$ cat config.mk
export PLATFORM = sky130hd
export DESIGN_NAME = ddr3_rd_path
export DESIGN_NICKNAME = d
export VERILOG_FILES = /design/src/verilog/ddr3_rd_pkg.sv /design/src/verilog/rd_path_ifs.sv /design/src/verilog/ddr3_rd_path.sv /design/src/verilog/burst_unpacker.sv /design/src/verilog/ddr3_rd_fifo.sv /design/src/verilog/ddr3_rd_control.sv
export VERILOG_INCLUDE_DIRS = /design/src /design/src/verilog
export SDC_FILE = /design/constraint.sdc
export NUM_CORES = 2
export LEC_CHECK = 0
export BUFFER_PORTS_ARGS = -buffer_cell sky130_fd_sc_hd__buf_4
export CORE_UTILIZATION = 40
export CTS_BUF_LIST = sky130_fd_sc_hd__clkbuf_4 sky130_fd_sc_hd__clkbuf_8 sky130_fd_sc_hd__clkbuf_16
export CTS_CLUSTER_SIZE = 16
export DETAILED_ROUTE_END_ITERATION = 6
export GPL_TIMING_DRIVEN = 0
export PLACE_DENSITY = 0.52
export SYNTH_ARGS = -nofsm -noshare
export SYNTH_HDL_FRONTEND = slang
export SYNTH_SLANG_ARGS = --single-unit
$ cat constraint.sdc
create_clock -name clk -period 31 [get_ports clk]
set_input_delay 6.2 -clock clk [delete_from_list [all_inputs] [get_ports clk]]
set_output_delay 6.2 -clock clk [all_outputs]
set_load 0.01 [all_outputs]
$ cat src/verilog/ddr3_rd_defs.svh
`ifndef DDR3_RD_DEFS_SVH
`define DDR3_RD_DEFS_SVH

// burst address into the DDR3 array, one unit per 128-bit burst
`define RD_ADDR_W 23

// number of bursts in one fill
`define RD_CNT_W 24

// app port address, burst address with three low zero bits
`define APP_ADDR_W 26

// one beat from the memory controller
`define BEAT_W 128

// one word on the output side, four per beat
`define WORD_W 32

// default read FIFO depth in beats
`define RD_FIFO_DEPTH 16

// almost_full when free entries <= margin
// must stay above the number of reads the controller can have in flight
`define RD_FIFO_AFULL_MARGIN 6

`endif
$ cat src/verilog/ddr3_rd_pkg.sv
`default_nettype none

`include "ddr3_rd_defs.svh"

package ddr3_rd_pkg;

	typedef logic [`RD_ADDR_W-1:0]  burst_addr_t;	// 128-bit burst address
	typedef logic [`RD_CNT_W-1:0]   burst_cnt_t;	// bursts per fill
	typedef logic [`APP_ADDR_W-1:0] app_addr_t;	// address on the app port

	typedef logic [`BEAT_W-1:0] beat_t;	// one memory beat
	typedef logic [`WORD_W-1:0] word_t;	// one output word

	// word index inside a beat, 0 is the least significant word
	typedef logic [1:0] word_sel_t;

	// read controller states
	typedef enum logic [1:0] {
		rd_idle,	// waiting for the start request
		rd_read,	// issuing addresses and collecting beats
		rd_done	// all beats in, hold until enable drops
	} rd_state_t;

endpackage

`default_nettype wire

$ cat src/verilog/rd_path_ifs.sv
`timescale 1ns/1ps
`default_nettype none

`include "ddr3_rd_defs.svh"

// write side of the read FIFO, controller to buffer
interface rd_fifo_wr_if import ddr3_rd_pkg::*; ();
	logic  wr_en;	// one beat per cycle while high
	beat_t wr_data;
	logic  wr_last;	// beat closes the fill
	logic  almost_full;	// registered, stops new read requests

	modport producer (
		output wr_en, wr_data, wr_last,
		input  almost_full
	);

	modport fifo (
		input  wr_en, wr_data, wr_last,
		output almost_full
	);
endinterface

// read side of the read FIFO, buffer to unpacker
interface rd_fifo_rd_if import ddr3_rd_pkg::*; ();
	logic  empty;
	beat_t rd_data;	// head entry, valid while empty is low
	logic  rd_last;
	logic  rd_en;	// one-cycle pop strobe

	modport fifo (
		output empty, rd_data, rd_last,
		input  rd_en
	);

	modport consumer (
		input  empty, rd_data, rd_last,
		output rd_en
	);
endinterface

`default_nettype wire

$ cat src/verilog/ddr3_rd_path.sv
`timescale 1ns/1ps
`default_nettype none

`include "ddr3_rd_defs.svh"

module ddr3_rd_path import ddr3_rd_pkg::*; (
	input  wire logic        clk,
	input  wire logic        reset,
	// fill request
	input  wire logic        acq_enabled,	// writes own the memory while high
	input  wire burst_addr_t rd_start_addr,
	input  wire burst_cnt_t  rd_burst_cnt,
	input  wire logic        enable_reading,
	output logic             reading_done,
	// memory controller app port, read side
	output app_addr_t        rd_app_addr,
	output logic             rd_app_en,
	input  wire logic        rd_app_rdy,
	input  wire logic        app_rd_data_valid,
	input  wire beat_t       app_rd_data,
	// word stream out
	input  wire logic        out_stall,
	output logic             out_valid,
	output word_t            out_word,
	output logic             out_last
);

	rd_fifo_wr_if wr_bus ();	// controller into FIFO
	rd_fifo_rd_if rd_bus ();	// FIFO into unpacker

	ddr3_rd_control u_ddr3_rd_control (
		.clk               (clk),
		.reset             (reset),
		.acq_enabled       (acq_enabled),
		.rd_start_addr     (rd_start_addr),
		.rd_burst_cnt      (rd_burst_cnt),
		.enable_reading    (enable_reading),
		.reading_done      (reading_done),
		.app_rd_data_valid (app_rd_data_valid),
		.app_rd_data       (app_rd_data),
		.rd_app_rdy        (rd_app_rdy),
		.rd_app_addr       (rd_app_addr),
		.rd_app_en         (rd_app_en),
		.fifo              (wr_bus.producer)
	);

	// depth must cover the almost-full margin plus reads in flight
	ddr3_rd_fifo #(
		.DEPTH (`RD_FIFO_DEPTH)
	) u_ddr3_rd_fifo (
		.clk   (clk),
		.reset (reset),
		.wr    (wr_bus.fifo),
		.rd    (rd_bus.fifo)
	);

	burst_unpacker u_burst_unpacker (
		.clk       (clk),
		.reset     (reset),
		.fifo      (rd_bus.consumer),
		.out_stall (out_stall),
		.out_valid (out_valid),
		.out_word  (out_word),
		.out_last  (out_last)
	);

endmodule

`default_nettype wire

$ cat src/verilog/burst_unpacker.sv
`timescale 1ns/1ps
`default_nettype none

`include "ddr3_rd_defs.svh"

module burst_unpacker import ddr3_rd_pkg::*; (
	input  wire logic clk,
	input  wire logic reset,
	rd_fifo_rd_if.consumer fifo,
	input  wire logic out_stall,	// downstream hold, no word leaves while high
	output logic      out_valid,
	output word_t     out_word,
	output logic      out_last	// last word of the fill
);

	localparam word_sel_t LAST_SEL = 2'd3;	// word 3 is the top of the beat

	beat_t     beat_q;	// beat being sent out
	logic      last_q;	// beat was marked last
	logic      loaded;	// beat_q holds words still to send
	word_sel_t sel;	// word currently on out_word
	logic      advance;	// a word leaves this cycle
	logic      pop;

	assign advance = loaded && !out_stall;

	// refill when idle, or in the same cycle word 3 leaves so beats run back to back
	assign pop = !fifo.empty && (!loaded || (advance && sel == LAST_SEL));
	assign fifo.rd_en = pop;

	always_ff @(posedge clk) begin
		if (reset) begin
			loaded <= 1'b0;
			sel    <= '0;
		end else if (pop) begin
			loaded <= 1'b1;
			sel    <= '0;	// start from the least significant word
		end else if (advance) begin
			if (sel == LAST_SEL)
				loaded <= 1'b0;	// beat used up, FIFO was empty
			else
				sel <= sel + 1'b1;
		end
	end

	// payload
	always_ff @(posedge clk) begin
		if (pop) begin
			beat_q <= fifo.rd_data;
			last_q <= fifo.rd_last;
		end
	end

	assign out_valid = advance;
	assign out_word  = beat_q[sel*`WORD_W +: `WORD_W];	// lsw first
	assign out_last  = advance && last_q && (sel == LAST_SEL);

endmodule

`default_nettype wire

$ cat src/verilog/ddr3_rd_fifo.sv
`timescale 1ns/1ps
`default_nettype none

`include "ddr3_rd_defs.svh"

module ddr3_rd_fifo import ddr3_rd_pkg::*; #(
	parameter int DEPTH = `RD_FIFO_DEPTH	// entries, need not be a power of two
) (
	input  wire logic clk,
	input  wire logic reset,
	rd_fifo_wr_if.fifo wr,
	rd_fifo_rd_if.fifo rd
);

	localparam int PTR_W = (DEPTH > 1) ? $clog2(DEPTH) : 1;
	localparam int CNT_W = $clog2(DEPTH + 1);	// count goes up to DEPTH

	beat_t             mem [DEPTH];	// beat storage
	logic              last_mem [DEPTH];	// fill end flag per entry
	logic [PTR_W-1:0]  wr_ptr;
	logic [PTR_W-1:0]  rd_ptr;
	logic [CNT_W-1:0]  count;
	logic [CNT_W-1:0]  count_next;
	logic              afull_q;

	// circular pointer step
	function automatic logic [PTR_W-1:0] ptr_inc(input logic [PTR_W-1:0] p);
		if (p == PTR_W'(DEPTH - 1))
			return '0;
		return p + 1'b1;
	endfunction

	// storage, write side only
	always_ff @(posedge clk) begin
		if (wr.wr_en) begin
			mem[wr_ptr]      <= wr.wr_data;
			last_mem[wr_ptr] <= wr.wr_last;
		end
	end

	// occupancy after this cycle's push and pop
	always_comb begin
		count_next = count;
		case ({wr.wr_en, rd.rd_en})
			2'b10:   count_next = count + 1'b1;
			2'b01:   count_next = count - 1'b1;
			default: count_next = count;	// both or none
		endcase
	end

	always_ff @(posedge clk) begin
		if (reset) begin
			wr_ptr  <= '0;
			rd_ptr  <= '0;
			count   <= '0;
			afull_q <= 1'b0;
		end else begin
			if (wr.wr_en)
				wr_ptr <= ptr_inc(wr_ptr);
			if (rd.rd_en)
				rd_ptr <= ptr_inc(rd_ptr);
			count   <= count_next;
			afull_q <= (DEPTH - count_next) <= `RD_FIFO_AFULL_MARGIN;	// free space low
		end
	end

	assign wr.almost_full = afull_q;

	// head entry shows without a pop
	assign rd.empty   = (count == '0);
	assign rd.rd_data = mem[rd_ptr];
	assign rd.rd_last = last_mem[rd_ptr];

endmodule

`default_nettype wire

$ cat src/verilog/ddr3_rd_control.sv
`timescale 1ns/1ps
`default_nettype none

`include "ddr3_rd_defs.svh"

module ddr3_rd_control import ddr3_rd_pkg::*; (
	input  wire logic        clk,
	input  wire logic        reset,
	input  wire logic        acq_enabled,	// acquisition writing, no reads allowed
	input  wire burst_addr_t rd_start_addr,	// first burst of the fill
	input  wire burst_cnt_t  rd_burst_cnt,	// bursts to read
	input  wire logic        enable_reading,	// level, starts the fill
	output logic             reading_done,
	input  wire logic        app_rd_data_valid,
	input  wire beat_t       app_rd_data,
	input  wire logic        rd_app_rdy,	// memory controller takes the address
	output app_addr_t        rd_app_addr,
	output logic             rd_app_en,
	rd_fifo_wr_if.producer   fifo
);

	logic        en_sync1, en_sync2, en_sync3;	// enable_reading synchronizer
	logic        start_pulse;	// one cycle, loads address and counters
	logic        addr_accept;
	burst_addr_t addr_gen;
	burst_cnt_t  addr_cntr;	// addresses still to issue
	burst_cnt_t  burst_cntr;	// beats still to receive
	logic        addr_cntr_zero;
	logic        burst_cntr_zero;
	logic        burst_cntr_one;
	rd_state_t   state, state_next;

	// three stage synchronizer plus rising edge pulse
	always_ff @(posedge clk) begin
		if (reset) begin
			en_sync1    <= 1'b0;
			en_sync2    <= 1'b0;
			en_sync3    <= 1'b0;
			start_pulse <= 1'b0;
		end else begin
			en_sync1    <= enable_reading;
			en_sync2    <= en_sync1;
			en_sync3    <= en_sync2;
			start_pulse <= en_sync2 & ~en_sync3;	// fires as sync3 goes high
		end
	end

	assign addr_accept = rd_app_en & rd_app_rdy;	// address handed over this cycle

	// address generator
	always_ff @(posedge clk) begin
		if (reset)
			addr_gen <= '0;
		else if (start_pulse)
			addr_gen <= rd_start_addr;
		else if (addr_accept)
			addr_gen <= addr_gen + 1'b1;	// next burst
	end

	// burst address on the app port, low bits select the beat and stay zero
	assign rd_app_addr = {addr_gen, {(`APP_ADDR_W - `RD_ADDR_W){1'b0}}};

	// address counter, stops issuing at zero
	always_ff @(posedge clk) begin
		if (reset)
			addr_cntr <= '0;
		else if (start_pulse)
			addr_cntr <= rd_burst_cnt;
		else if (addr_accept)
			addr_cntr <= addr_cntr - 1'b1;	// rd_app_en is low at zero
	end
	assign addr_cntr_zero = (addr_cntr == '0);

	// burst counter, counts returned beats down to zero
	always_ff @(posedge clk) begin
		if (reset)
			burst_cntr <= '0;
		else if (start_pulse)
			burst_cntr <= rd_burst_cnt;
		else if (app_rd_data_valid && !burst_cntr_zero)
			burst_cntr <= burst_cntr - 1'b1;
	end
	assign burst_cntr_zero = (burst_cntr == '0);
	assign burst_cntr_one  = (burst_cntr == burst_cnt_t'(1));

	// state register, dropping the request forces idle
	always_ff @(posedge clk) begin
		if (reset || !en_sync2)
			state <= rd_idle;
		else
			state <= state_next;
	end

	always_comb begin
		state_next = state;
		case (state)
			rd_idle: if (en_sync3) state_next = rd_read;	// counters load on the same edge
			rd_read: if (burst_cntr_zero) state_next = rd_done;	// zero count goes straight here
			rd_done: state_next = rd_done;	// wait for enable_reading to drop
			default: state_next = rd_idle;
		endcase
	end

	// read request gating
	// acquisition has priority on the memory, and the FIFO needs room for reads in flight
	assign rd_app_en = (state == rd_read) && !acq_enabled && !addr_cntr_zero
		&& !fifo.almost_full;

	// returned beats go straight into the FIFO
	assign fifo.wr_en   = (state == rd_read) && app_rd_data_valid;
	assign fifo.wr_data = app_rd_data;
	assign fifo.wr_last = burst_cntr_one;	// beat arriving with one left closes the fill

	assign reading_done = (state == rd_done);

endmodule

`default_nettype wire

After elaboration in Yosys (flattened, before gate mapping). Memories as Yosys holds them, arrays and structs flattened. A register that Yosys moved wholly into a read port is not among the register bits. Cells that the tools add are included.

Register bits: 94. RAM bits: 2064. Bits of input ports: 182. Output and inout port bits: 62. Logic and storage cells: 98. Memories: 2.

Memories: u_ddr3_rd_fifo.mem (words 16, width 128, rd ports 1, clocked after Yosys merged registers in 1, wr ports 1, line ddr3_rd_fifo.sv:18) `beat_t mem [DEPTH];`; u_ddr3_rd_fifo.last_mem (words 16, width 1, rd ports 1, clocked after Yosys merged registers in 1, wr ports 1, line ddr3_rd_fifo.sv:19) `logic last_mem [DEPTH];`.

Add/subtract/negate cells: 9. Order comparisons: 1. Eq/ne operators: 10. Shift-type cells: 1. Mux-type cells: 25. Bitwise gates (word level): 4. Reduce and logical (&&, ||, !) cells: 32.

Operators with widths (count): 128-bit by 8-bit variable part select with 32-bit output (1); 24-bit two-way mux (4); 24-bit zero test (2); 24-bit by 1-bit subtractor with 24-bit output (second input constant) (2); 23-bit two-way mux (2); 32-bit by 3-bit <= comparator with 1-bit output (second input constant) (1); 24-bit by 1-bit equality test with 1-bit output (second input constant) (1); 23-bit by 1-bit adder with 23-bit output (second input constant) (1); 4-bit two-way mux (4); 1-bit two-way mux (11); 1-bit logical AND (10); 5-bit one-hot mux with 2 select lines (1); 4-bit by 1-bit adder with 4-bit output (second input constant) (2); 4-bit equality test (second input constant) (2); 1-bit zero test (8); 2-bit nonzero test (4); 2-bit equality test (second input constant) (3); 2-bit one-hot mux with 3 select lines (1); 2-bit AND reduction (3); 5-bit by 5-bit subtractor with 6-bit output (first input constant) (1); 5-bit by 1-bit adder with 5-bit output (second input constant) (1); 5-bit zero test (1); 5-bit by 1-bit subtractor with 5-bit output (second input constant) (1); 2-bit by 1-bit equality test with 1-bit output (second input constant) (2); 8 further kinds (13).

Depth between registers and ports, before layout.
Depth in word-level cells: 9. Depth in mapped cells: 14.

Hierarchy. Synthesis repeated with hierarchy kept, for this count alone.

Cell total of the unflattened synthesis: 4024. Area total of the unflattened synthesis: 89106.7 µm².

By module, submodules not included: ddr3_rd_fifo (instances 1, cells an instance 3159, area each 78680.5 µm², seq. area each 62339.8 µm²); ddr3_rd_control (instances 1, cells an instance 681, area each 5581.6 µm², seq. area each 1541.5 µm²); burst_unpacker (instances 1, cells an instance 184, area each 4844.6 µm², seq. area each 3933.8 µm²).

Worst setup path after synthesis. OpenSTA, ideal clock, no wires.

Path type: input -> register. Start point: input port app_rd_data_valid. End point: memory u_ddr3_rd_fifo.last_mem[3] (enable). Setup time: 775 ps. Data arrival time: 15665 ps. Data required time: 30225 ps. Setup slack: 14560 ps. Cell stages on the path: 5. Path buffers: 2. Cell sequence: clkbuf_1 > and2_1 > clkbuf_1 > nand2_1 > nor3_1.

Word-level cells in the longest chain between the ends: 3.

Ends and longest elaborated chain: start, declared (line ddr3_rd_path.sv:19) `input wire logic app_rd_data_valid,`; 1-bit logical AND (line ddr3_rd_control.sv:110) `assign fifo.wr_en = (state == rd_read) && app_rd_data_valid;`; 1-bit two-way mux (line ddr3_rd_fifo.sv:35) `if (wr.wr_en) begin`; 1-bit two-way mux (not written as such) (line ddr3_rd_fifo.sv:37) `last_mem[wr_ptr] <= wr.wr_last;`; end, declared (line ddr3_rd_fifo.sv:19).

Every way passes these cells.

Worst setup path after layout.
Start point: input port out_stall. End point: output port out_last.

Word-level cells in the longest chain between the ends: 4.

Ends and longest elaborated chain: start, declared (line ddr3_rd_path.sv:22) `input wire logic out_stall,`; 1-bit zero test (line burst_unpacker.sv:25) `assign advance = loaded && !out_stall;`; 1-bit logical AND (line burst_unpacker.sv:25); 1-bit logical AND (2 in a row) (line burst_unpacker.sv:56) `assign out_last = advance && last_q && (sel == LAST_SEL);`; end, declared (line ddr3_rd_path.sv:25) `output logic out_last`.

Every way passes these cells.

==> report_table.html <==
<table>
<tr><th>Metric</th><th>Value</th></tr>
<tr><th colspan="2">GRT</th></tr>
<tr><td>Number of global-route vias before repair</td><td>42500</td></tr>
<tr><td>Antenna violations before repair</td><td>42</td></tr>
<tr><td>First-pass GRT wire length</td><td>341000 um</td></tr>
<tr><td>Maximum number of pins on one net before global-route repair</td><td>22</td></tr>
<tr><td>Total routing resource utilization after global routing</td><td>22.5%</td></tr>
<tr><td>Remaining Overflow, GRT</td><td>0</td></tr>
<tr><th colspan="2">Setup path</th></tr>
<tr><td>Cell seen most often among critical-path stages</td><td>buf_4</td></tr>
<tr><td>CP cell instances</td><td>buf_4 &gt; nor2b_1 &gt; and3_1 &gt; buf_4</td></tr>
<tr><td>Worst-path maximum fanout</td><td>3</td></tr>
<tr><td>Worst EP arrival</td><td>7.28 ns</td></tr>
<tr><td>Required time at the worst-slack endpoint</td><td>24.80 ns</td></tr>
<tr><td>Max stage delay cell, worst path</td><td>nor2b_1</td></tr>
<tr><td>CP peak stage delay</td><td>0.42 ns</td></tr>
<tr><td>Endpoint type of the worst setup path</td><td>output pin</td></tr>
<tr><td>Critical path startpoint category</td><td>primary input</td></tr>
<tr><td>Critical path class</td><td>primary input to output pin</td></tr>
<tr><th colspan="2">Timing</th></tr>
<tr><td>Worst setup slack after layout</td><td>17.52 ns</td></tr>
<tr><td>Final Hold Violating Endpoints</td><td>0</td></tr>
<tr><td>Time the worst path needs with I/O delays and setup</td><td>13.48 ns</td></tr>
<tr><td>Final Skew</td><td>0.0514 ns</td></tr>
<tr><td>Max-Slew Margin vs Limit</td><td>8.32%</td></tr>
<tr><td>Achievable frequency</td><td>0.0742 GHz</td></tr>
<tr><td>Unrepaired setup endpoints after global routing</td><td>no</td></tr>
<tr><td>Tcrit/Tclk final</td><td>43.5%</td></tr>
<tr><td>Final Slew Violations</td><td>0</td></tr>
<tr><td>Number of setup violations in the final report</td><td>0</td></tr>
<tr><td>Slew @ Worst Pin</td><td>1.38 ns</td></tr>
<tr><td>WHS</td><td>0.403 ns</td></tr>
<tr><th colspan="2">Drt</th></tr>
<tr><td>1st-iter DRT viols</td><td>4471</td></tr>
<tr><td>Total number of vias</td><td>42100</td></tr>
<tr><td>Post-DR vias/cell</td><td>5.68</td></tr>
<tr><td>Antenna viol nets, final</td><td>0</td></tr>
<tr><td>Total detailed-routing wirelength</td><td>246000 um</td></tr>
<tr><td>DRT Pass-1 Iters</td><td>5</td></tr>
<tr><td>Wire length per cell</td><td>33.3 um</td></tr>
<tr><td>DRC viols</td><td>0</td></tr>
<tr><th colspan="2">Logic synthesis</th></tr>
<tr><td>Count of cell types in the netlist</td><td>78</td></tr>
<tr><td>Fraction of the yosys area taken by sequential cells</td><td>77.6%</td></tr>
<tr><td>Synthesized cell area</td><td>87300 um^2</td></tr>
<tr><td>Per-instance average area after synthesis</td><td>23.7 um^2</td></tr>
<tr><td>Synth Instances</td><td>3688</td></tr>
<tr><td>Flip-flop and latch count after synthesis</td><td>2287</td></tr>
<tr><td>Share of flip-flops with an asynchronous set or reset</td><td>0%</td></tr>
<tr><td>Top_reg_cell synth</td><td>edfxtp_1</td></tr>
<tr><td>Number of flops mapped to enable cells by yosys</td><td>2193</td></tr>
<tr><td>YS warnings</td><td>0</td></tr>
<tr><th colspan="2">Clock network</th></tr>
<tr><td>Root Buffer</td><td>clkbuf_16</td></tr>
<tr><td>Resized Gates After CTS</td><td>0</td></tr>
<tr><td>Number of sinks handled by clock tree synthesis</td><td>2287</td></tr>
<tr><td>Clock-pin slew on the worst setup and hold paths</td><td>0.05 ns</td></tr>
<tr><td>Total setup buffers inserted after CTS</td><td>0</td></tr>
<tr><td>Buffer levels on the longest clock path</td><td>3</td></tr>
<tr><td>Post-CTS Hold Fix Bufs</td><td>0</td></tr>
<tr><td>TritonCTS clock tree</td><td>yes</td></tr>
<tr><td>CTS buffer count</td><td>231</td></tr>
<tr><td>Count of H-tree levels built during CTS</td><td>4</td></tr>
<tr><td>Clock insertion delay at the later pin of the skew report</td><td>0.88 ns</td></tr>
<tr><th colspan="2">Place</th></tr>
<tr><td>Count of placed standard cells including taps</td><td>6973</td></tr>
<tr><td>Worst setup timing slack at the placement stage</td><td>17.47 ns</td></tr>
<tr><td>Final weighted congestion of routability-driven global placement</td><td>0.792</td></tr>
<tr><td>IO Port Bufs</td><td>239</td></tr>
<tr><td>DPL Wire Length</td><td>165000 um</td></tr>
<tr><td>Placed Instance Area</td><td>96000 um^2</td></tr>
<tr><th colspan="2">Floorplan</th></tr>
<tr><td>Die Area</td><td>220000 um^2</td></tr>
<tr><td>Initial core utilization</td><td>40.2%</td></tr>
<tr><td>Die Span Y</td><td>469 um</td></tr>
<tr><td>Area of the placeable core</td><td>217000 um^2</td></tr>
<tr><td>Die X</td><td>469 um</td></tr>
<tr><td>I/O pin total</td><td>244</td></tr>
<tr><td>Number of standard-cell rows in the floorplan</td><td>171</td></tr>
<tr><th colspan="2">Cells and area</th></tr>
<tr><td>Sequential cell area</td><td>67700 um^2</td></tr>
<tr><td>P&amp;R area growth vs syn</td><td>18.6%</td></tr>
<tr><td>Area of the multi-input gates</td><td>18800 um^2</td></tr>
<tr><td>Fin area</td><td>103000 um^2</td></tr>
<tr><td>Number of nets in the final layout</td><td>4555</td></tr>
<tr><td>Fraction of final layout cells with drive strength greater than 1</td><td>33.9%</td></tr>
<tr><td># fillers</td><td>17800</td></tr>
<tr><td>Final cell count without fillers</td><td>7399</td></tr>
<tr><th colspan="2">Outcome</th></tr>
<tr><td>Status</td><td>finished clean</td></tr>
<tr><th colspan="2">Power and ir drop</th></tr>
<tr><td>Total leakage power</td><td>31.9 nW</td></tr>
<tr><td>Power density over the cells</td><td>79.6 nW/um^2</td></tr>
<tr><td>Peak supply drop</td><td>0.0603 mV</td></tr>
<tr><th colspan="2">Run</th></tr>
<tr><td>Maxcap violations</td><td>0</td></tr>
<tr><th colspan="2">Min path</th></tr>
<tr><td>Hold crit path type</td><td>register to register</td></tr>
</table>
[report_power, final]
part	leakage, nW	switching (mW)	internal [mW]
Sequential	20.6	0.147	3.56
Clock	3.71	1.18	1.58
Combinational	7.59	0.968	0.796
Total	31.9	2.30	5.93
[Yosys cell counts, types with 20 or more instances]
library cell	instances	share of area, %
a21oi_1	22	0.13
buf_1	63	0.27
clkbuf_1	117	0.50
dfxtp_1	94	2.2
edfxtp_1	2193	75
ha_1	20	0.29
inv_1	28	0.12
mux4_2	677	17
nand2_1	37	0.16
nor2_1	67	0.29
nor3_1	31	0.18
o21a_1	22	0.19
o21ai_0	20	0.11
[cells in the final DEF (no fill, tap or decap), types with 26 or more instances in the layout]
| cell | Yosys | final |
|---|---|---|
| mux4_2 | 677 | 677 |
| nor2_1 | 67 | 55 |
| nand2_1 | 37 | 37 |
| dfxtp_1 | 94 | 94 |
| clkinv_1 | 0 | 51 |
| clkbuf_16 | 0 | 234 |
| clkbuf_1 | 117 | 110 |
| buf_6 | 4 | 81 |
| edfxtp_1 | 2193 | 2193 |
| buf_12 | 0 | 69 |
| clkinv_2 | 0 | 38 |
| clkbuf_4 | 0 | 50 |
| buf_16 | 0 | 26 |
| buf_1 | 63 | 62 |
| inv_1 | 28 | 28 |
| buf_4 | 5 | 249 |
| nor3_1 | 31 | 26 |
[state kept, by name, summed over array words and instances, names as in the netlist]
register                       cells
u_ddr3_rd_fifo.mem              2048
u_burst_unpacker.beat_q          128
u_ddr3_rd_control.addr_cntr       24
u_ddr3_rd_control.burst_cntr      24
u_ddr3_rd_control.addr_gen        23
u_ddr3_rd_fifo.last_mem           16
u_ddr3_rd_fifo.count               5
u_ddr3_rd_fifo.rd_ptr              4
u_ddr3_rd_fifo.wr_ptr              4
u_burst_unpacker.sel               2
u_ddr3_rd_control.state            2
u_burst_unpacker.last_q            1
u_burst_unpacker.loaded            1
u_ddr3_rd_control.en_sync1         1
u_ddr3_rd_control.en_sync2         1
u_ddr3_rd_control.en_sync3         1
u_ddr3_rd_control.start_pulse      1
u_ddr3_rd_fifo.wr.almost_full      1
[worst paths after layout]
kind / start / endpoint / slack [ns] / cells after the start
hold / removal: u_ddr3_rd_control.en_sync3 / u_ddr3_rd_control.start_pulse / 0.40 / 1
hold reg to reg: u_ddr3_rd_control.en_sync3 / u_ddr3_rd_control.start_pulse / 0.40 / 1
setup reg to reg: u_ddr3_rd_control.state[1] / u_ddr3_rd_fifo.wr.almost_full / 26.96 / 12
setup / recovery: out_stall / out_last / 17.52 / 4
[logic make-up after synthesis]
group	synth area share (%)
DFF	77.6
AOI/OAI and AO/OA	1.61
and+or+nand+nor	1.62
adders and majority gates	0.310
muxes	17.6
other	0.00430
xor gates and xnor gates	0.251
buffers and inverters	1.03
[final cells by class]
class                           instances  area share, %
Buffer                                194          0.770
Multi-Input combinational cell       1180           18.1
Inverter                               29          0.105
Clock buffer                          287           6.06
Timing Repair Buffer                  429           4.82
Antenna cell                            8         0.0193
Sequential cell                      2287           65.5
Clock inverter                        131           1.17
Tap cell                             2854           3.45
[routing by layer]
metal / vias to the layer above / global-route usage (%) / share of wire [%]
li1: 17300 / - / -
met1: 23000 / 30.8 / 42
met2: 1378 / 36.6 / 49
met3: 334 / 4.39 / 6.3
met4: 36 / 6.56 / 3.0
met5: - / 0 / 0.098
[metrics by stage]
| step | total power [mW] | setup TNS [ns] | util [%] |
|---|---|---|---|
| 5_1_grt | 8.50 | 0 | 47.7 |
| 4_1_cts | 8.33 | 0 | 47.7 |
| 2_1_floorplan | 4.77 | 0 | - |
| 3_5_place_dp | 5.57 | 0 | 44.2 |
| 6_report | 8.23 | 0 | 47.7 |
| 3_3_place_gp | 5.58 | -137.82 | 42.7 |
[worst max-delay path: cells and delay by family]
kind / cells / cell delay [ns]
buffers and inverters: 2 / 0.30
and+or+nand+nor: 2 / 0.78
Note: power is estimated with default switching activity, not from simulation.
